===== config.mk =====
export PLATFORM = sky130hd
export DESIGN_NAME = vi_writeback_flat
export DESIGN_NICKNAME = d
export VERILOG_FILES = /design/src/vi_pkg.sv /design/src/vi_result_if.sv /design/src/vi_writeback.sv /design/src/flat_wrapper.sv
export SDC_FILE = /design/constraint.sdc
export NUM_CORES = 1
export LEC_CHECK = 0
export ABC_CLOCK_PERIOD_IN_PS = 800
export BUFFER_PORTS_ARGS = -buffer_cell sky130_fd_sc_hd__clkbuf_2
export CELL_PAD_IN_SITES_DETAIL_PLACEMENT = 1
export CELL_PAD_IN_SITES_GLOBAL_PLACEMENT = 1
export CORE_ASPECT_RATIO = 0.75
export CORE_MARGIN = 1.5
export CORE_UTILIZATION = 31
export CTS_CLUSTER_SIZE = 10
export DETAILED_ROUTE_END_ITERATION = 8
export PLACE_DENSITY_LB_ADDON = 0.05
export SLEW_MARGIN = 20
export SYNTH_ARGS = -nofsm -noshare
export SYNTH_HDL_FRONTEND = slang
export SYNTH_SLANG_ARGS = --single-unit
export TNS_END_PERCENT = 5

===== constraint.sdc =====
create_clock -name clk_i -period 0.8 [get_ports clk_i]
set_input_delay 0.04 -clock clk_i [delete_from_list [all_inputs] [get_ports clk_i]]
set_output_delay 0.04 -clock clk_i [all_outputs]
set_load 0.005 [all_outputs]

===== src/vi_pkg.sv =====
// Integer core shared widths, data types, opcodes and ALU operations
package vi_pkg;

	localparam int xlen = 32;
	localparam int reg_addr_w = 5;

	typedef logic [xlen-1:0] word_t;
	typedef logic [reg_addr_w-1:0] reg_addr_t;

	// Major opcodes found in instr[6:0]
	typedef enum logic [6:0] {
		op_imm = 7'b0010011,
		op_reg = 7'b0110011,
		op_lui = 7'b0110111
	} opcode_e;

	// Operations of the single-cycle integer ALU
	typedef enum logic [3:0] {
		alu_add    = 4'd0,
		alu_sub    = 4'd1,
		alu_and    = 4'd2,
		alu_or     = 4'd3,
		alu_xor    = 4'd4,
		alu_sll    = 4'd5,
		alu_srl    = 4'd6,
		alu_slt    = 4'd7,
		alu_pass_b = 4'd8
	} alu_op_e;

endpackage


===== src/vi_result_if.sv =====
// Result bus with the ALU and multiply slots, read by writeback and by decode bypass
`timescale 1ns/100ps

interface vi_result_if;

	logic              alu_valid;
	vi_pkg::reg_addr_t alu_dest;
	vi_pkg::word_t     alu_data;
	logic              mult_valid;
	vi_pkg::reg_addr_t mult_dest;
	vi_pkg::word_t     mult_data;

	modport source (
		output alu_valid, alu_dest, alu_data,
		output mult_valid, mult_dest, mult_data
	);

	modport sink (
		input alu_valid, alu_dest, alu_data,
		input mult_valid, mult_dest, mult_data
	);

	modport monitor (
		input alu_valid, alu_dest, alu_data,
		input mult_valid, mult_dest, mult_data
	);

endinterface


===== src/vi_writeback.sv =====
// Writeback register merging the ALU and multiply result slots into one register write
`timescale 1ns/100ps

module vi_writeback (
	input  logic              clk_i,
	input  logic              arst_n_i,
	vi_result_if.sink         result,
	output logic              wb_valid_o,
	output vi_pkg::reg_addr_t wb_dest_o,
	output vi_pkg::word_t     wb_data_o
);

	logic alu_take;
	logic mult_take;

	assign alu_take  = result.alu_valid && result.alu_dest != '0;
	assign mult_take = result.mult_valid && result.mult_dest != '0;

	always_ff @(posedge clk_i or negedge arst_n_i) begin
		if (!arst_n_i)
			wb_valid_o <= 1'b0;
		else
			wb_valid_o <= alu_take || mult_take;
	end

	always_ff @(posedge clk_i) begin
		if (alu_take) begin
			wb_dest_o <= result.alu_dest;
			wb_data_o <= result.alu_data;
		end else if (mult_take) begin
			wb_dest_o <= result.mult_dest;
			wb_data_o <= result.mult_data;
		end
	end

	// Decode keeps the two slots apart
	assert property (@(posedge clk_i) disable iff (!arst_n_i)
		!(result.alu_valid && result.mult_valid));

	// A valid result slot never names x0
	assert property (@(posedge clk_i) disable iff (!arst_n_i)
		(result.alu_valid || result.mult_valid) |-> (alu_take || mult_take));

endmodule

===== src/flat_wrapper.sv =====
// flat-port wrapper written by rule: the top's interface ports become plain ports
module vi_writeback_flat 
  (clk_i, arst_n_i, wb_valid_o, wb_dest_o, wb_data_o, result_alu_valid, result_alu_dest, result_alu_data, result_mult_valid, result_mult_dest, result_mult_data);
  vi_result_if result_i ();
  input  logic clk_i;
  input  logic arst_n_i;
  output logic wb_valid_o;
  output vi_pkg::reg_addr_t wb_dest_o;
  output vi_pkg::word_t wb_data_o;
  input wire logic [$bits(result_i.alu_valid)-1:0] result_alu_valid;
  input wire logic [$bits(result_i.alu_dest)-1:0] result_alu_dest;
  input wire logic [$bits(result_i.alu_data)-1:0] result_alu_data;
  input wire logic [$bits(result_i.mult_valid)-1:0] result_mult_valid;
  input wire logic [$bits(result_i.mult_dest)-1:0] result_mult_dest;
  input wire logic [$bits(result_i.mult_data)-1:0] result_mult_data;
  assign result_i.alu_valid = result_alu_valid;
  assign result_i.alu_dest = result_alu_dest;
  assign result_i.alu_data = result_alu_data;
  assign result_i.mult_valid = result_mult_valid;
  assign result_i.mult_dest = result_mult_dest;
  assign result_i.mult_data = result_mult_data;
  vi_writeback u_core (.clk_i(clk_i), .arst_n_i(arst_n_i), .result(result_i), .wb_valid_o(wb_valid_o), .wb_dest_o(wb_dest_o), .wb_data_o(wb_data_o));
endmodule

* Word-level counts from Yosys, hierarchy flattened
Cells that the tools add are included.
Cells by class: reduce and logical (&&, ||, !) cells 6, muxes and demuxes 4
Operators by type and width (number):
- 2-to-1 mux 32 bit | 2
- 2-to-1 mux 5 bit | 2
- nonzero test 5 bit | 2
- logical AND 1 bit | 2
- nonzero test 2 bit | 1
- logical OR 1 bit | 1
Storage, ports and cells: word-level logic and storage cells 13, register bits after elaboration 38, output and inout bits 38

* Depth between registers and ports, before layout
Gate-level depths: netlist of run 1.
depth after elaboration 4, depth in mapped cells 4

* Worst setup path after synthesis of run 1
OpenSTA, ideal clock, no wires.
path type input to register, start in result_alu_dest[4], end reg u_core.wb_data_o[0], enable pin, required time 0.284 ns, data arrival time 1.655 ns, setup time 0.516 ns, path slack -1.371 ns, stages on the path 4, path buffers 1, cells stage by stage or3_4 -> o31ai_4 -> buf_6 -> nand2_1
On the way: longest elaborated chain between the ends 3
RTL lines:
- start, declared | line flat_wrapper.sv:11 | input wire logic [$bits(result_i.alu_dest)-1:0] result_alu_dest;
- nonzero test 5 bit | line vi_writeback.sv:16 | assign alu_take = result.alu_valid && result.alu_dest != '0;
- logical AND 1 bit | line vi_writeback.sv:16
- nonzero test 2 bit (no line)
- end signal, assigned | line vi_writeback.sv:29 | wb_data_o <= result.alu_data;
- end signal, assigned | line vi_writeback.sv:32 | wb_data_o <= result.mult_data;
- end, declared | line vi_writeback.sv:10 | output vi_pkg::word_t wb_data_o
No other way between the ends. A chain may end at the register's enable or synchronous reset.

* Worst setup path after layout of run 1
start in result_alu_dest[4], end reg u_core.wb_data_o[3] (data pin)
On the way: longest elaborated chain between the ends 3
RTL lines:
- nonzero test 5 bit | line vi_writeback.sv:16
- logical AND 1 bit | line vi_writeback.sv:16
- 2-to-1 mux 32 bit | line vi_writeback.sv:27 | if (alu_take) begin
No other way between the ends.

==> flow_metrics.env, run 1 <==
export IMPL_status="finished with violations"
export IMPL_violations="setup timing"
export IMPL_dp_worst_setup_slack_ns=-0.870
export IMPL_finalNonFillerCells=293
export IMPL_routedWlPerCell_um=13.9
export IMPL_cts_buffer_depth=2
export IMPL_final_hold_viol_count=0
export IMPL_finalInstanceArea_um2=2590
export IMPL_worst_path_max_fanout=16
export IMPL_path_class="in2reg"
export IMPL_ir_worst_vdd_mv=0.720
export IMPL_synth_seq_area_share=0.694
export IMPL_cts_clk_slew_worst_paths_ns=0.07
export IMPL_postLayoutCoreUtil=0.520
export IMPL_synth_most_common_cell="edfxtp_1"
export IMPL_drc=0
export IMPL_period_share=1.69
export IMPL_finalSetupViolCount=106
export IMPL_cp_start_kind="primary input"
export IMPL_first_iter_violations=39
export IMPL_holdCritStartpoint="result_alu_data[26]"
export IMPL_synthCells=86
export IMPL_drtPass1Iterations=4
export IMPL_rsz0062_at_grt="true"
export IMPL_synth_edf_count=37
export IMPL_fin_nets=298
export IMPL_min_period_ns=1.35
export IMPL_core_um2=4980
export IMPL_ys_ff_latch=38
export IMPL_synth_top_flop_cell="edfxtp_1"
export IMPL_vias=1296
export IMPL_vias_per_cell=4.42
export IMPL_dp_cells=283
export IMPL_worstMarginPinSlew_ns=0.313
export IMPL_worstPathCellList="buf_6 -> or3_4 -> o31ai_4 -> buf_12 -> mux2_2"
export IMPL_floorplan_initialDensity=0.328
export IMPL_whs_endpoint="u_core.wb_data_o[26]"
export IMPL_antenna_found_initial=0
export IMPL_post_dp_cell_area_um2=2430
export IMPL_dieArea_um2=5730
export IMPL_numPortBuffers=115
export IMPL_hold_path_depth=2
export IMPL_cp_arrival_ns=1.39
export IMPL_grt_first_pass_wirelength_mm=6.16
export IMPL_critPathCaptureType="flip-flop"
export IMPL_track_usage=0.146
export IMPL_ys_types=12
export IMPL_htree_levels=2
export IMPL_cts_sinks=38
export IMPL_top_level_ports=116
export IMPL_drt_wl_total_mm=4.08
export IMPL_max_freq_ghz=0.740
export IMPL_ctsRootBufferMaster="clkbuf_8"
export IMPL_synth_top_cell_area_share=0.679
export IMPL_overflow=0
export IMPL_diodes=0
export IMPL_cp_slowest_cell="or3_4"
export IMPL_synthArstFlopShare=0.0263
export IMPL_gp_congestion=0.700
export IMPL_syn_area_um2=1640
export IMPL_num_rows=22
export IMPL_ant_nets=0
export IMPL_max_slew_margin=0.792
export IMPL_syn_avg_cell_area_um2=19.0
export IMPL_post_synth_top_area_cell="edfxtp_1"
export IMPL_synth_commonest_cells="edfxtp_1, mux2_2, a22o_1"
export IMPL_numCtsBuffers=5
export IMPL_max_cap_viol_count=0
export IMPL_power_mw=4.64
export IMPL_setup_ws_ns=-0.552
export IMPL_power_leakage_nw=1.23
export IMPL_ys_warn_count=0
export IMPL_cts_tree="done"
export IMPL_first_global_vias=1332
export IMPL_synth_nets=164
export IMPL_syn2layout_area_growth_pct=58.2
export IMPL_slew_violations=0
export IMPL_hpwl_mm=3.13
export IMPL_critPathMaxStageDelay_ns=0.39
export IMPL_grt_max_degree=24
export IMPL_drive_above_1_share=0.769
export IMPL_min_path_type="in2reg"
export IMPL_worstPathRequired_ns=0.84
export IMPL_dieHeight_um=65.9
export IMPL_p_per_area_nw_per_um2=1790
export IMPL_die_w_um=86.9
export IMPL_synthTopCellsByArea="edfxtp_1, mux2_2, a22o_1"
## worst max-delay path: cells and delay by family
family | cells | cell delay (ns)
and+or+nand+nor | 1 | 0.39
muxes | 1 | 0.34
buffers and inverters | 2 | 0.31
AOI/OAI and AO/OA | 1 | 0.29
## metrics by stage
stage | TNS (ns) | hold slack, ns
finish | -34.43 | 0.0373
global route | -38.89 | 0.0355
CTS | -35.61 | 0.0292
detailed placement | -57.99 | -0.180
global placement | -55.48 | -0.185
floorplan | -55.34 | -0.256
## worst max path at each step
stage                        from                   end  slack (ns)  cells past startpoint
2_1_floorplan  result_alu_dest[4]  u_core.wb_data_o[25]       -0.80                      4
3_3_place_gp   result_alu_dest[4]  u_core.wb_data_o[24]       -0.82                      5
3_5_place_dp   result_alu_dest[4]   u_core.wb_data_o[9]       -0.87                      5
4_1_cts        result_alu_dest[4]  u_core.wb_data_o[18]       -0.53                      5
5_1_grt        result_alu_dest[4]  u_core.wb_data_o[29]       -0.58                      5
6_report       result_alu_dest[4]   u_core.wb_data_o[3]       -0.55                      5
## power by group
part           internal [mW]  total (mW)  switching [mW]
Clock                  0.599        1.25           0.646
Combinational          0.537       0.879           0.342
Sequential              2.46        2.52          0.0605
## registers in the layout, indices dropped and copies added (netlist names)
| register | count |
|---|---|
| u_core.wb_data_o | 32 |
| u_core.wb_dest_o | 5 |
| u_core.wb_valid_o | 1 |
## cells in the final DEF (no fill, tap or decap), drive strengths merged
cell type	synthesis	final
clkbuf	1	120
edfxtp	37	37
mux2	32	32
buf	3	16
a22o	5	5
o21ai	3	3
clkinv	0	2
or3	1	1
o31ai	1	1
or4	1	1
nand2	1	1
dlygate4sd3	0	1
dfrtp	1	1
## cell families after synthesis
logic type | Yosys count | synth area share
flip-flops | 38 | 0.694
AND/OR/NAND/NOR | 3 | 0.0138
multiplexers | 32 | 0.220
buffers and inverters | 4 | 0.0229
AO/OA/AOI/OAI | 9 | 0.0489
## metal layers
metal  part of all wire  vias up  GRT usage
li1                   -      610          -
met1               0.40      617      0.173
met2               0.50       61      0.244
met3              0.079        8     0.0487
met4              0.016        0     0.0605
met5                  0        -          0
## cell type report
type | count | area (um2)
Clock buffer | 6 | 72.6
Clock inverter | 2 | 8.76
Fill cell | 537 | 2390
Multi-Input combinational cell | 44 | 527
Sequential cell | 38 | 1140
Tap cell | 72 | 90.1
Timing Repair Buffer | 131 | 754
## what timing repair did
item,4_1_cts,5_1_grt
gates resized for setup,4,14
endpoints found under the hold margin,1,0
setup endpoints to repair,112,113
hold buffers,1,0
setup buffers,1,0
No activity file was read; power rests on OpenSTA's default activity.
==> run 2, diff against run 1 <==
- REMOVE_ABC_BUFFERS: not set -> 1
==> run 2 against run 1 <==
The run still ends with setup timing left; critical path depth did not move; clock power rose by 7%; total power rose by 0.11%; count of clock-buffer cells in the layout rose by 1; cell count fell by 1.4%; sequential power barely moved; via count fell by 3.2%; first-iteration DRC count fell by 2.6%; utilization fell by 2.0 points; sequential share of layout area rose by 1.7 points; global-route usage fell by 0.23 points; fmax rose by 1.1%.
==> flow_metrics.env, run 2 (synthesis results as in run 1) <==
export IMPL_status="finished with violations"
export IMPL_violations="setup timing"
export IMPL_ctsRootBufferMaster="clkbuf_8"
export IMPL_cts_buffer_depth=2
export IMPL_numPortBuffers=115
export IMPL_drtPass1Iterations=4
export IMPL_p_per_area_nw_per_um2=1870
export IMPL_largest_reg_flops=32
export IMPL_wl_met3_um=421
export IMPL_numCtsBuffers=5
export IMPL_final_common_cell="clkbuf_2"
export IMPL_finalInstanceArea_um2=2490
export IMPL_first_iter_violations=38
export IMPL_reg_top3="u_core.wb_data_o (32), u_core.wb_dest_o (5), u_core.wb_valid_o (1)"
export IMPL_final_cell_mix="clkbuf_2, edfxtp_1, mux2_2"
export IMPL_period_share=1.67
export IMPL_antenna_found_initial=0
export IMPL_overflow=0
export IMPL_setup_ws_ns=-0.538
export IMPL_clkPwrFrac=0.288
export IMPL_rsz0062_at_grt="true"
export IMPL_cts_tree="done"
export IMPL_hpwl_mm=3.07
export IMPL_top_level_ports=116
export IMPL_vias_per_cell=4.34
export IMPL_power_mw=4.65
export IMPL_routedWlPerCell_um=13.6
export IMPL_worstMarginPinSlew_ns=0.264
export IMPL_drc=0
export IMPL_htree_levels=2
export IMPL_post_cts_buffers=0
export IMPL_max_slew_margin=0.822
export IMPL_swShare=0.220
export IMPL_wl_met1_mm=1.55
export IMPL_worst_path_max_fanout=27
export IMPL_max_freq_ghz=0.748
export IMPL_die_w_um=86.9
export IMPL_intPower_mw=3.63
export IMPL_dieHeight_um=65.9
export IMPL_critPathMaxStageDelay_ns=0.39
export IMPL_fillers=535
export IMPL_drt_wl_total_mm=3.94
export IMPL_regArea_um2=1140
export IMPL_cp_start_kind="primary input"
export IMPL_cts_clk_slew_worst_paths_ns=0.07
export IMPL_met2_wirelength_mm=1.92
export IMPL_switching_power_mw=1.02
export IMPL_largest_register="u_core.wb_data_o"
export IMPL_tns_ns=-34.65
export IMPL_gp_congestion=0.704
export IMPL_worst_hold_slack_ns=0.0386
export IMPL_fin_nets=294
export IMPL_post_dp_cell_area_um2=2370
export IMPL_first_global_vias=1292
export IMPL_cts_sinks=38
export IMPL_grt_max_degree=39
export IMPL_floorplan_initialDensity=0.328
export IMPL_cp_slowest_cell="or3_4"
export IMPL_power_leakage_nw=1.15
export IMPL_multi_input_area_um2=473
export IMPL_dieArea_um2=5730
export IMPL_syn2layout_area_growth_pct=52.1
export IMPL_min_path_type="in2reg"
export IMPL_cp_arrival_ns=1.37
export IMPL_max_cap_viol_count=0
export IMPL_num_rows=22
export IMPL_diodes=0
export IMPL_worstPathCellList="buf_6 -> or3_4 -> o31ai_4 -> buf_12 -> mux2_2"
export IMPL_top_layer="met4"
export IMPL_slew_violations=0
export IMPL_min_period_ns=1.34
export IMPL_vias=1254
export IMPL_ir_worst_vdd_mv=0.895
export IMPL_worstPathRequired_ns=0.83
export IMPL_final_hold_viol_count=0
export IMPL_ant_nets=0
export IMPL_finalSetupViolCount=92
export IMPL_grt_first_pass_wirelength_mm=6.18
export IMPL_critPathCaptureType="flip-flop"
export IMPL_track_usage=0.144
export IMPL_power_frac_comb=0.171
export IMPL_core_um2=4980
export IMPL_drive_above_1_share=0.770
export IMPL_path_class="in2reg"
export IMPL_p_seq_frac=0.541
==> run 2: changes by cell type in the layout (fill, tap and decap cells not counted), sizes merged <==
| cell | before | now |
|---|---|---|
| clkbuf | 120 | 121 |
| buf | 16 | 12 |
| clkinv | 2 | 1 |
==> run 2: timing repair <==
item / in CTS / in global routing
pin swaps: 0 / 0
setup endpoints to repair: 113 / 112
gates resized for setup: 3 / 2
endpoints found under the hold margin: 1 / 0
hold buffers: 1 / 0
==> run 2: routing by layer <==
| metal | track usage | vias to the layer above |
|---|---|---|
| li1 | - | 602 |
| met1 | 0.164 | 580 |
| met2 | 0.236 | 66 |
| met3 | 0.0662 | 6 |
| met4 | 0.0544 | 0 |
| met5 | 0 | - |
==> run 2: through the flow <==
| stage | utilization | setup slack [ns] | cells |
|---|---|---|---|
| after CTS | 0.498 | -0.542 | 289 |
| after floorplan | - | -2.17 | 82 |
| after global routing | 0.500 | -0.571 | 289 |
| after detailed placement | 0.477 | -0.854 | 280 |
| after global placement | 0.477 | -0.801 | 280 |
| final | 0.500 | -0.538 | 289 |
==> run 2: final cells by class <==
type	instances	area share
Sequential cell	38	0.456
Timing Repair Buffer	127	0.281
Clock inverter	1	0.00201
Clock buffer	7	0.0347
Tap cell	72	0.0362
Multi-Input combinational cell	44	0.190
==> run 2: path summary, 6_finish.rpt <==
kind / cells past startpoint / to / slack (ns) / startpoint
worst min-delay path: 2 / u_core.wb_data_o[26] / 0.04 / result_alu_data[26]
min in group asynchronous: 2 / u_core.wb_valid_o / 0.10 / arst_n_i
max in group asynchronous: 2 / u_core.wb_valid_o / 0.61 / arst_n_i
worst max-delay path: 5 / u_core.wb_data_o[3] / -0.54 / result_alu_dest[4]
==> run 2: critical path, delay by kind of cell <==
kind,cells,cell delay (ns)
muxes,1,0.35
and+or+nand+nor,1,0.39
AOI/OAI and AO/OA,1,0.24
buffers and inverters,2,0.32
==> run 2: power by group through the flow <==
stage               Clock, mW  Combinational (mW)  Sequential, mW
floorplan                   0               0.226            2.60
global placement            0               0.776            2.55
global route             1.49               0.880            2.54
detailed placement          0               0.796            2.56
finish                   1.34               0.795            2.51
CTS                      1.40               0.809            2.52
