`src/vi_pkg.sv`:
```
// Integer core shared widths, data types, opcodes and ALU operations
package vi_pkg;

	localparam int xlen = 32;
	localparam int reg_addr_w = 5;

	typedef logic [xlen-1:0] word_t;
	typedef logic [reg_addr_w-1:0] reg_addr_t;

	// Major opcodes found in instr[6:0]
	typedef enum logic [6:0] {
		op_imm = 7'b0010011,
		op_reg = 7'b0110011,
		op_lui = 7'b0110111
	} opcode_e;

	// Operations of the single-cycle integer ALU
	typedef enum logic [3:0] {
		alu_add    = 4'd0,
		alu_sub    = 4'd1,
		alu_and    = 4'd2,
		alu_or     = 4'd3,
		alu_xor    = 4'd4,
		alu_sll    = 4'd5,
		alu_srl    = 4'd6,
		alu_slt    = 4'd7,
		alu_pass_b = 4'd8
	} alu_op_e;

endpackage

```
`src/vi_issue_if.sv`:
```
// Issue bus carrying one decoded operation with its operands into execute
`timescale 1ns/100ps

interface vi_issue_if;

	logic              valid;
	vi_pkg::alu_op_e   alu_op;
	logic              is_mult;
	vi_pkg::reg_addr_t dest;
	logic              write_en;
	vi_pkg::word_t     operand_a;
	vi_pkg::word_t     operand_b;

	modport source (
		output valid,
		output alu_op,
		output is_mult,
		output dest,
		output write_en,
		output operand_a,
		output operand_b
	);

	modport sink (
		input valid,
		input alu_op,
		input is_mult,
		input dest,
		input write_en,
		input operand_a,
		input operand_b
	);

endinterface

```
`src/vi_result_if.sv`:
```
// Result bus with the ALU and multiply slots, read by writeback and by decode bypass
`timescale 1ns/100ps

interface vi_result_if;

	logic              alu_valid;
	vi_pkg::reg_addr_t alu_dest;
	vi_pkg::word_t     alu_data;
	logic              mult_valid;
	vi_pkg::reg_addr_t mult_dest;
	vi_pkg::word_t     mult_data;

	modport source (
		output alu_valid, alu_dest, alu_data,
		output mult_valid, mult_dest, mult_data
	);

	modport sink (
		input alu_valid, alu_dest, alu_data,
		input mult_valid, mult_dest, mult_data
	);

	modport monitor (
		input alu_valid, alu_dest, alu_data,
		input mult_valid, mult_dest, mult_data
	);

endinterface

```
`src/vi_execute.sv`:
```
// Execute stage: operation register, integer ALU and the multiply pipeline
`timescale 1ns/100ps

module vi_execute #(
	parameter int mult_stages = 5
) (
	input  logic         clk_i,
	input  logic         arst_n_i,
	vi_issue_if.sink     issue,
	vi_result_if.source  result
);

	logic              ex_valid;
	vi_pkg::alu_op_e   ex_alu_op;
	logic              ex_is_mult;
	vi_pkg::reg_addr_t ex_dest;
	logic              ex_write_en;
	vi_pkg::word_t     ex_a;
	vi_pkg::word_t     ex_b;
	vi_pkg::word_t     alu_data;

	always_ff @(posedge clk_i or negedge arst_n_i) begin
		if (!arst_n_i)
			ex_valid <= 1'b0;
		else
			ex_valid <= issue.valid;
	end

	always_ff @(posedge clk_i) begin
		ex_alu_op   <= issue.alu_op;
		ex_is_mult  <= issue.is_mult;
		ex_dest     <= issue.dest;
		ex_write_en <= issue.write_en;
		ex_a        <= issue.operand_a;
		ex_b        <= issue.operand_b;
	end

	always_comb begin
		case (ex_alu_op)
		vi_pkg::alu_add:    alu_data = ex_a + ex_b;
		vi_pkg::alu_sub:    alu_data = ex_a - ex_b;
		vi_pkg::alu_and:    alu_data = ex_a & ex_b;
		vi_pkg::alu_or:     alu_data = ex_a | ex_b;
		vi_pkg::alu_xor:    alu_data = ex_a ^ ex_b;
		vi_pkg::alu_sll:    alu_data = ex_a << ex_b[4:0];
		vi_pkg::alu_srl:    alu_data = ex_a >> ex_b[4:0];
		vi_pkg::alu_slt:    alu_data = {{(vi_pkg::xlen-1){1'b0}}, $signed(ex_a) < $signed(ex_b)};
		vi_pkg::alu_pass_b: alu_data = ex_b;
		default:            alu_data = '0;
		endcase
	end

	assign result.alu_valid = ex_valid && !ex_is_mult && ex_write_en;
	assign result.alu_dest  = ex_dest;
	assign result.alu_data  = alu_data;

	// Multiplies to x0 never start
	vi_mult_pipe #(
		.mult_stages	(mult_stages)
	) i_mult_pipe (
		.clk_i		(clk_i),
		.arst_n_i	(arst_n_i),
		.start_i	(ex_valid && ex_is_mult && ex_write_en),
		.dest_i		(ex_dest),
		.operand_a_i	(ex_a),
		.operand_b_i	(ex_b),
		.done_o		(result.mult_valid),
		.done_dest_o	(result.mult_dest),
		.product_o	(result.mult_data)
	);

endmodule

```
`src/vi_mult_pipe.sv`:
```
// Multiply pipeline, one product register per stage, a new multiply every cycle
`timescale 1ns/100ps

module vi_mult_pipe #(
	parameter int mult_stages = 5
) (
	input  logic              clk_i,
	input  logic              arst_n_i,
	input  logic              start_i,
	input  vi_pkg::reg_addr_t dest_i,
	input  vi_pkg::word_t     operand_a_i,
	input  vi_pkg::word_t     operand_b_i,
	output logic              done_o,
	output vi_pkg::reg_addr_t done_dest_o,
	output vi_pkg::word_t     product_o
);

	logic [mult_stages-1:0] stage_valid;
	vi_pkg::reg_addr_t      stage_dest [mult_stages];
	vi_pkg::word_t          stage_prod [mult_stages];

	always_ff @(posedge clk_i or negedge arst_n_i) begin
		if (!arst_n_i)
			stage_valid <= '0;
		else
			stage_valid <= {stage_valid[mult_stages-2:0], start_i};
	end

	// Low word of the product is the same for signed and unsigned operands
	always_ff @(posedge clk_i) begin
		stage_dest[0] <= dest_i;
		stage_prod[0] <= operand_a_i * operand_b_i;
		for (int k = 1; k < mult_stages; k++) begin
			stage_dest[k] <= stage_dest[k-1];
			stage_prod[k] <= stage_prod[k-1];
		end
	end

	assign done_o      = stage_valid[mult_stages-1];
	assign done_dest_o = stage_dest[mult_stages-1];
	assign product_o   = stage_prod[mult_stages-1];

	assert property (@(posedge clk_i) disable iff (!arst_n_i)
		start_i |-> ##mult_stages done_o);

	assert property (@(posedge clk_i) disable iff (!arst_n_i)
		done_o |-> $past(start_i, mult_stages));

endmodule

```
`src/flat_wrapper.sv`:
```
// flat-port wrapper written by rule: the top's interface ports become plain ports
module vi_execute_flat 
#(
	parameter int mult_stages = 5
)
  (clk_i, arst_n_i, issue_valid, issue_alu_op, issue_is_mult, issue_dest, issue_write_en, issue_operand_a, issue_operand_b, result_alu_valid, result_alu_dest, result_alu_data, result_mult_valid, result_mult_dest, result_mult_data);
  vi_issue_if issue_i ();
  vi_result_if result_i ();
  input  logic clk_i;
  input  logic arst_n_i;
  input wire logic [$bits(issue_i.valid)-1:0] issue_valid;
  input wire logic [$bits(issue_i.alu_op)-1:0] issue_alu_op;
  input wire logic [$bits(issue_i.is_mult)-1:0] issue_is_mult;
  input wire logic [$bits(issue_i.dest)-1:0] issue_dest;
  input wire logic [$bits(issue_i.write_en)-1:0] issue_write_en;
  input wire logic [$bits(issue_i.operand_a)-1:0] issue_operand_a;
  input wire logic [$bits(issue_i.operand_b)-1:0] issue_operand_b;
  output wire logic [$bits(result_i.alu_valid)-1:0] result_alu_valid;
  output wire logic [$bits(result_i.alu_dest)-1:0] result_alu_dest;
  output wire logic [$bits(result_i.alu_data)-1:0] result_alu_data;
  output wire logic [$bits(result_i.mult_valid)-1:0] result_mult_valid;
  output wire logic [$bits(result_i.mult_dest)-1:0] result_mult_dest;
  output wire logic [$bits(result_i.mult_data)-1:0] result_mult_data;
  assign issue_i.valid = issue_valid;
  assign issue_i.alu_op = issue_alu_op;
  assign issue_i.is_mult = issue_is_mult;
  assign issue_i.dest = issue_dest;
  assign issue_i.write_en = issue_write_en;
  assign issue_i.operand_a = issue_operand_a;
  assign issue_i.operand_b = issue_operand_b;
  assign result_alu_valid = result_i.alu_valid;
  assign result_alu_dest = result_i.alu_dest;
  assign result_alu_data = result_i.alu_data;
  assign result_mult_valid = result_i.mult_valid;
  assign result_mult_dest = result_i.mult_dest;
  assign result_mult_data = result_i.mult_data;
  vi_execute #(.mult_stages(mult_stages)) u_core (.clk_i(clk_i), .arst_n_i(arst_n_i), .issue(issue_i), .result(result_i));
endmodule
```
`config.mk`:
```
export PLATFORM = sky130hd
export DESIGN_NAME = vi_execute_flat
export DESIGN_NICKNAME = d
export VERILOG_FILES = /design/src/vi_pkg.sv /design/src/vi_issue_if.sv /design/src/vi_result_if.sv /design/src/vi_execute.sv /design/src/vi_mult_pipe.sv /design/src/flat_wrapper.sv
export SDC_FILE = /design/constraint.sdc
export NUM_CORES = 2
export LEC_CHECK = 0
export ABC_CLOCK_PERIOD_IN_PS = 7900
export BUFFER_PORTS_ARGS = -buffer_cell sky130_fd_sc_hd__buf_4
export CORE_ASPECT_RATIO = 1.2
export CORE_MARGIN = 4
export CORE_UTILIZATION = 44
export CTS_BUF_LIST = sky130_fd_sc_hd__clkbuf_8
export DETAILED_ROUTE_END_ITERATION = 8
export GPL_TIMING_DRIVEN = 0
export PLACE_DENSITY_LB_ADDON = 0.12
export SYNTH_ARGS = -nofsm -noshare
export SYNTH_HDL_FRONTEND = slang
export SYNTH_SLANG_ARGS = --single-unit
```
`constraint.sdc`:
```
create_clock -name clk_i -period 7.9 [get_ports clk_i]
set_input_delay 0.395 -clock clk_i [delete_from_list [all_inputs] [get_ports clk_i]]
set_output_delay 0.395 -clock clk_i [all_outputs]
set_load 0.005 [all_outputs]
```
; ---- Word level (Yosys, flattened, before mapping)
; Memory sizes are Yosys's and may differ from the RTL's.
; Index checks and enable logic that the tools add are counted.
[word_totals]
reg_bits = 81
latch_bits = 0
ramBits = 185
romBits = 0
in_bits = 78
output_inout_bits = 76
mem_count = 2
[mem_list]
columns = memory, depth, width, read_ports, rd_clocked_by_memory_dff, write_ports, line_no
row1 = u_core.i_mult_pipe.stage_prod, 5, 32, 5, 0, 5, vi_mult_pipe.sv:20  ; vi_pkg::word_t stage_prod [mult_stages];
row2 = u_core.i_mult_pipe.stage_dest, 5, 5, 5, 0, 5, vi_mult_pipe.sv:19  ; vi_pkg::reg_addr_t stage_dest [mult_stages];
[op_classes]
addsub = 2
mul = 1
n_div = 0
magnitude_cmp = 1
n_eq_ne = 8
n_shift = 2
n_mux = 1
n_bitwise = 3
reduce_logical = 6
[op_table]
columns = op, n
row1 = $pmux W32 S9, 1
row2 = $add A32 B32 Y32, 1
row3 = $and A32 B32 Y32, 1
row4 = $lt A32 B32 Y1, 1
row5 = $mul A32 B32 Y32, 1
row6 = $or A32 B32 Y32, 1
row7 = $shl A32 B5 Y32, 1
row8 = $shr A32 B5 Y32, 1
row9 = $sub A32 B32 Y32, 1
row10 = $xor A32 B32 Y32, 1
row11 = $eq A4 B3 Y1 const B, 4
row12 = $eq A4 B2 Y1 const B, 2
row13 = $eq A4 B1 Y1 const B, 1
row14 = $eq A4 B4 Y1 const B, 1
row15 = $logic_and A1 B1 Y1, 4
row16 = $logic_not A4 Y1, 1
row17 = $logic_not A1 Y1, 1

; ---- Longest topological paths before layout
[depth]
ltp_word = 3
depth_mapped = 30

; ---- Modules after synthesis
; From an unflattened synthesis, not the netlist that was laid out.
[hier_totals]
cells_unflattened = 3273
area_unflattened_um2 = 29978.8
[modules_own_cells]
columns = mod, n_inst, cells_each, area_each_um2, seq_area_each_um2
row1 = vi_mult_pipe, 1, 1902, 19637.6, 3828.7
row2 = vi_execute, 1, 1371, 10341.2, 1526.5

; ---- Worst setup path before layout
; OpenSTA, ideal clock, no wires.
[synth_path]
kind = register -> register
from = register u_core.ex_b[2]
to = memory u_core.i_mult_pipe.stage_prod[0][31] (netlist bit)
t_arrival_ns = 7.942
path_slack_ns = -0.163
path_stages_with_launch = 30
period_less_slack_ns = 8.063
cell_sequence = dfxtp_1 clkbuf_1 clkinv_1 clkbuf_1 buf_1 clkbuf_1 clkbuf_1 nor2_1 fa_1 inv_1 fa_1 fa_1 fa_1 inv_1 fa_1 inv_1 fa_1 inv_1 fa_1 fa_1 ha_1 a21o_1 a21oi_1 o21ai_0 a2111oi_0 nor2_1 a31oi_1 a211o_1 o21ai_0 xnor2_1
[synth_lines]
columns = item, line_no
row1 = "start, declared", vi_execute.sv:19  ; vi_pkg::word_t ex_b;
row2 = "start signal, assigned", vi_execute.sv:35  ; ex_b <= issue.operand_b;
row3 = "end, declared", vi_mult_pipe.sv:20

==> flow_metrics.py <==
metrics = {
    "timing": {
        "post-route-period-util_pct": 101,
        "slew_viol_final": 5,
        "slew_headroom_pct": -5.45,
        "period_needed_ns": 7.95,
        "setup_viol": 1,
        "fin_ws_ns": -0.0509,
        "fin_skew_ns": 0.0170,
        "final_hold_viol_count": 0,
        "fmax_mhz": 126,
        "tightest_slew_ns": 1.57,
    },
    "finish": {
        "nets": 4159,
        "drive_gt1_share_pct": 13.4,
        "final_common_cell": "nor2_1",
        "final_util_pct": 51.6,
        "n_fill_cell": 5823,
        "finalInstanceArea_mm2": 0.0327,
        "mostFrequentLayoutCells": "nor2_1, inv_1, fa_1",
        "synthToLayoutAreaGrowth_pct": 16.3,
    },
    "worst_setup_path": {
        "worst_r2r_path_depth": 26,
        "worstPathArrival_ns": 8.49,
        "critPathMaxFanout": 10,
        "crit_path_end_kind": "register",
        "critPathKind": "reg2reg",
        "r2r-start": "u_core.ex_b[9]",
        "r2r_slack_ns": -0.05,
        "reg2reg_to": "u_core.i_mult_pipe.stage_prod[0][31]",
        "cp.required_ns": 8.44,
        "crit_path_start_kind": "register",
    },
    "synthesis": {
        "ys.warnings.count": 0,
        "synth_flop_cell": "dfxtp_1",
        "synth_top_family_by_area": "adder cells",
        "synth-xor-area-share_pct": 3.36,
        "netlist-cell-type-count": 76,
        "synth-simple-area-share_pct": 13.7,
        "ys_ff_latch": 266,
        "synthArstFlopShare_pct": 2.26,
        "synth_mux_area_share_pct": 4.54,
        "syn_inst": 3172,
        "synth_edf_count": 0,
        "yosys.area_share.adder_pct": 39.0,
        "synth_compound_area_share_pct": 11.4,
        "syn-mean-instance-area_um2": 8.86,
        "syn_area_mm2": 0.0281,
        "synth_nets": 3880,
        "yosysSeqAreaShare_pct": 19.1,
    },
    "die": {
        "boundaryPins": 154,
        "start_util_pct": 44.4,
        "die_x_um": 239,
        "rows": 101,
        "die_area_mm2": 0.0680,
        "core_mm2": 0.0633,
        "die_y_um": 285,
    },
    "global_route": {
        "antenna_found_initial": 2,
        "grt_pass1_vias": 27503,
        "grt_use_total_pct": 39.9,
        "grt_max_degree": 29,
        "grt_remaining_overflow": 0,
        "grt_pass1_wl_um": 194000,
    },
    "outcome": {
        "violations": "capacitance limit, slew limit, setup timing",
        "outcome": "finished with violations",
    },
    "clock_tree": {
        "clk_pin_slew_worst_paths_ns": 0.06,
        "cts_tree": "yes",
        "clk_latency_ns": 0.63,
        "cts_num_sinks": 266,
        "clockBufferDepth": 3,
        "cts-root-buf": "clkbuf_8",
        "htree_levels": 2,
        "numCtsBuffers": 39,
    },
    "drt": {
        "dr.pass1.iters": 8,
        "drtIter0Drc": 2308,
        "vias_per_cell": 6.00,
        "post-route-drc-count": 0,
        "wire_per_inst_um": 32.0,
        "num_vias": 25843,
        "finalWirelength_um": 138000,
        "ant_nets": 0,
    },
    "min_path": {
        "hold_path.class": "in2async",
    },
    "placed_design": {
        "place_ws_ns": -2.79,
        "dp_hpwl_um": 110000,
        "gp_congestion": 1.08,
        "place_area_mm2": 0.0303,
        "numPortBuffers": 153,
    },
    "flow_run": {
        "maxCapViolCount": 2,
    },
}
==> per-stage QoR <==
step | cells | hold WS, ns | TNS [ns]
global placement | 4149 | 0.202 | -28.91
finish | 4306 | 0.134 | -0.0509
CTS | 4285 | 0.0706 | 0
floorplan | 3172 | 0.0994 | 0
global route | 4305 | 0.120 | -0.185
detailed placement | 4149 | 0.207 | -32.54
==> cell usage after synthesis, types with 15 or more instances <==
cell / n / area (um^2)
dfxtp_1: 260 / 5200
inv_1: 460 / 1730
mux4_2: 36 / 811
nand2_1: 321 / 1200
a22oi_1: 34 / 255
o21ai_0: 107 / 536
fa_1: 410 / 8210
nand3_1: 29 / 145
buf_2: 18 / 90.1
mux2i_1: 43 / 430
nor3_1: 30 / 150
clkinv_1: 15 / 56.3
buf_1: 28 / 105
xnor2_1: 89 / 780
a221oi_1: 15 / 131
a21oi_1: 118 / 591
nor2_1: 473 / 1780
xor2_1: 19 / 166
clkbuf_1: 126 / 473
a211oi_1: 20 / 150
ha_1: 220 / 2750
o211ai_1: 35 / 263
a21o_1: 22 / 165
==> worst max-delay path, stage by stage (launching register included) <==
cell,delay (ns)
dfxtp_1,0.83
clkbuf_1,0.53
nand2_1,0.16
fa_1,0.40
inv_1,0.07
fa_1,0.44
fa_1,0.51
inv_1,0.05
fa_1,0.48
inv_1,0.06
fa_1,0.53
inv_1,0.06
fa_1,0.54
inv_1,0.06
fa_1,0.41
fa_1,0.57
ha_2,0.25
a21o_1,0.18
a21oi_1,0.13
o21ai_2,0.25
o21ai_0,0.16
nor2_2,0.12
buf_4,0.16
a31oi_4,0.12
a211o_1,0.37
o21ai_4,0.24
xnor2_1,0.16
==> worst max path at each step <==
stage	from	endpoint	slack, ns	depth (start not counted)
6_report	u_core.ex_b[9]	u_core.i_mult_pipe.stage_prod[0][31]	-0.05	26
5_1_grt	u_core.ex_a[4]	u_core.i_mult_pipe.stage_prod[0][20]	-0.09	21
4_1_cts	u_core.ex_b[2]	u_core.i_mult_pipe.stage_prod[0][31]	0.0005	27
3_5_place_dp	u_core.ex_b[2]	u_core.i_mult_pipe.stage_prod[0][31]	-2.79	26
3_3_place_gp	u_core.ex_b[2]	u_core.i_mult_pipe.stage_prod[0][31]	-2.52	28
2_1_floorplan	u_core.ex_b[2]	u_core.i_mult_pipe.stage_prod[0][31]	0.11	29
==> registers in the layout, summed over array words and instances, names as in the netlist <==
| signal | flops |
|---|---|
| u_core.ex_is_mult | 1 |
| u_core.ex_a | 32 |
| u_core.result.alu_dest | 5 |
| u_core.ex_write_en | 1 |
| u_core.ex_alu_op | 4 |
| u_core.ex_b | 32 |
| u_core.i_mult_pipe.stage_valid | 5 |
| u_core.i_mult_pipe.stage_prod | 160 |
| u_core.ex_valid | 1 |
| u_core.i_mult_pipe.stage_dest | 25 |
==> layer usage <==
metal / track usage [%] / vias up / routed length (um)
li1: - / 10716 / -
met2: 66.8 / 1578 / 64900
met5: 0 / - / 13
met3: 7.63 / 593 / 10700
met1: 44.3 / 12954 / 47800
met4: 31.0 / 2 / 14500
==> cell families after synthesis <==
kind of cell             Yosys count
XOR/XNOR                         108
AO/OA/AOI/OAI                    485
adder cells (fa/ha/maj)          630
flip-flops                       266
AND/OR/NAND/NOR                  941
buffers and inverters            660
multiplexers                      82
==> final cells by class <==
type / count / area [um^2] / area share [%]
Multi-Input combinational cell: 2246 / 20400 / 62.4
Sequential cell: 266 / 5430 / 16.6
Timing Repair Buffer: 253 / 2090 / 6.40
Inverter: 481 / 1870 / 5.73
Tap cell: 824 / 1030 / 3.15
Buffer: 164 / 971 / 2.97
Clock buffer: 47 / 647 / 1.98
Clock inverter: 22 / 251 / 0.769
Antenna cell: 3 / 7.51 / 0.0230
==> timing repair <==
action                                  in CTS  in global routing
setup buffers                                2                 21
endpoints found under the hold margin       82                  0
pin swaps                                    3                  5
hold buffers                                77                  0
endpoints found under the setup margin      27                 10
gates resized for setup                    181                101
Power is left out: the tool's default activity adds up to more than one toggle a clock period on the data nets, which glitch-free logic cannot reach.
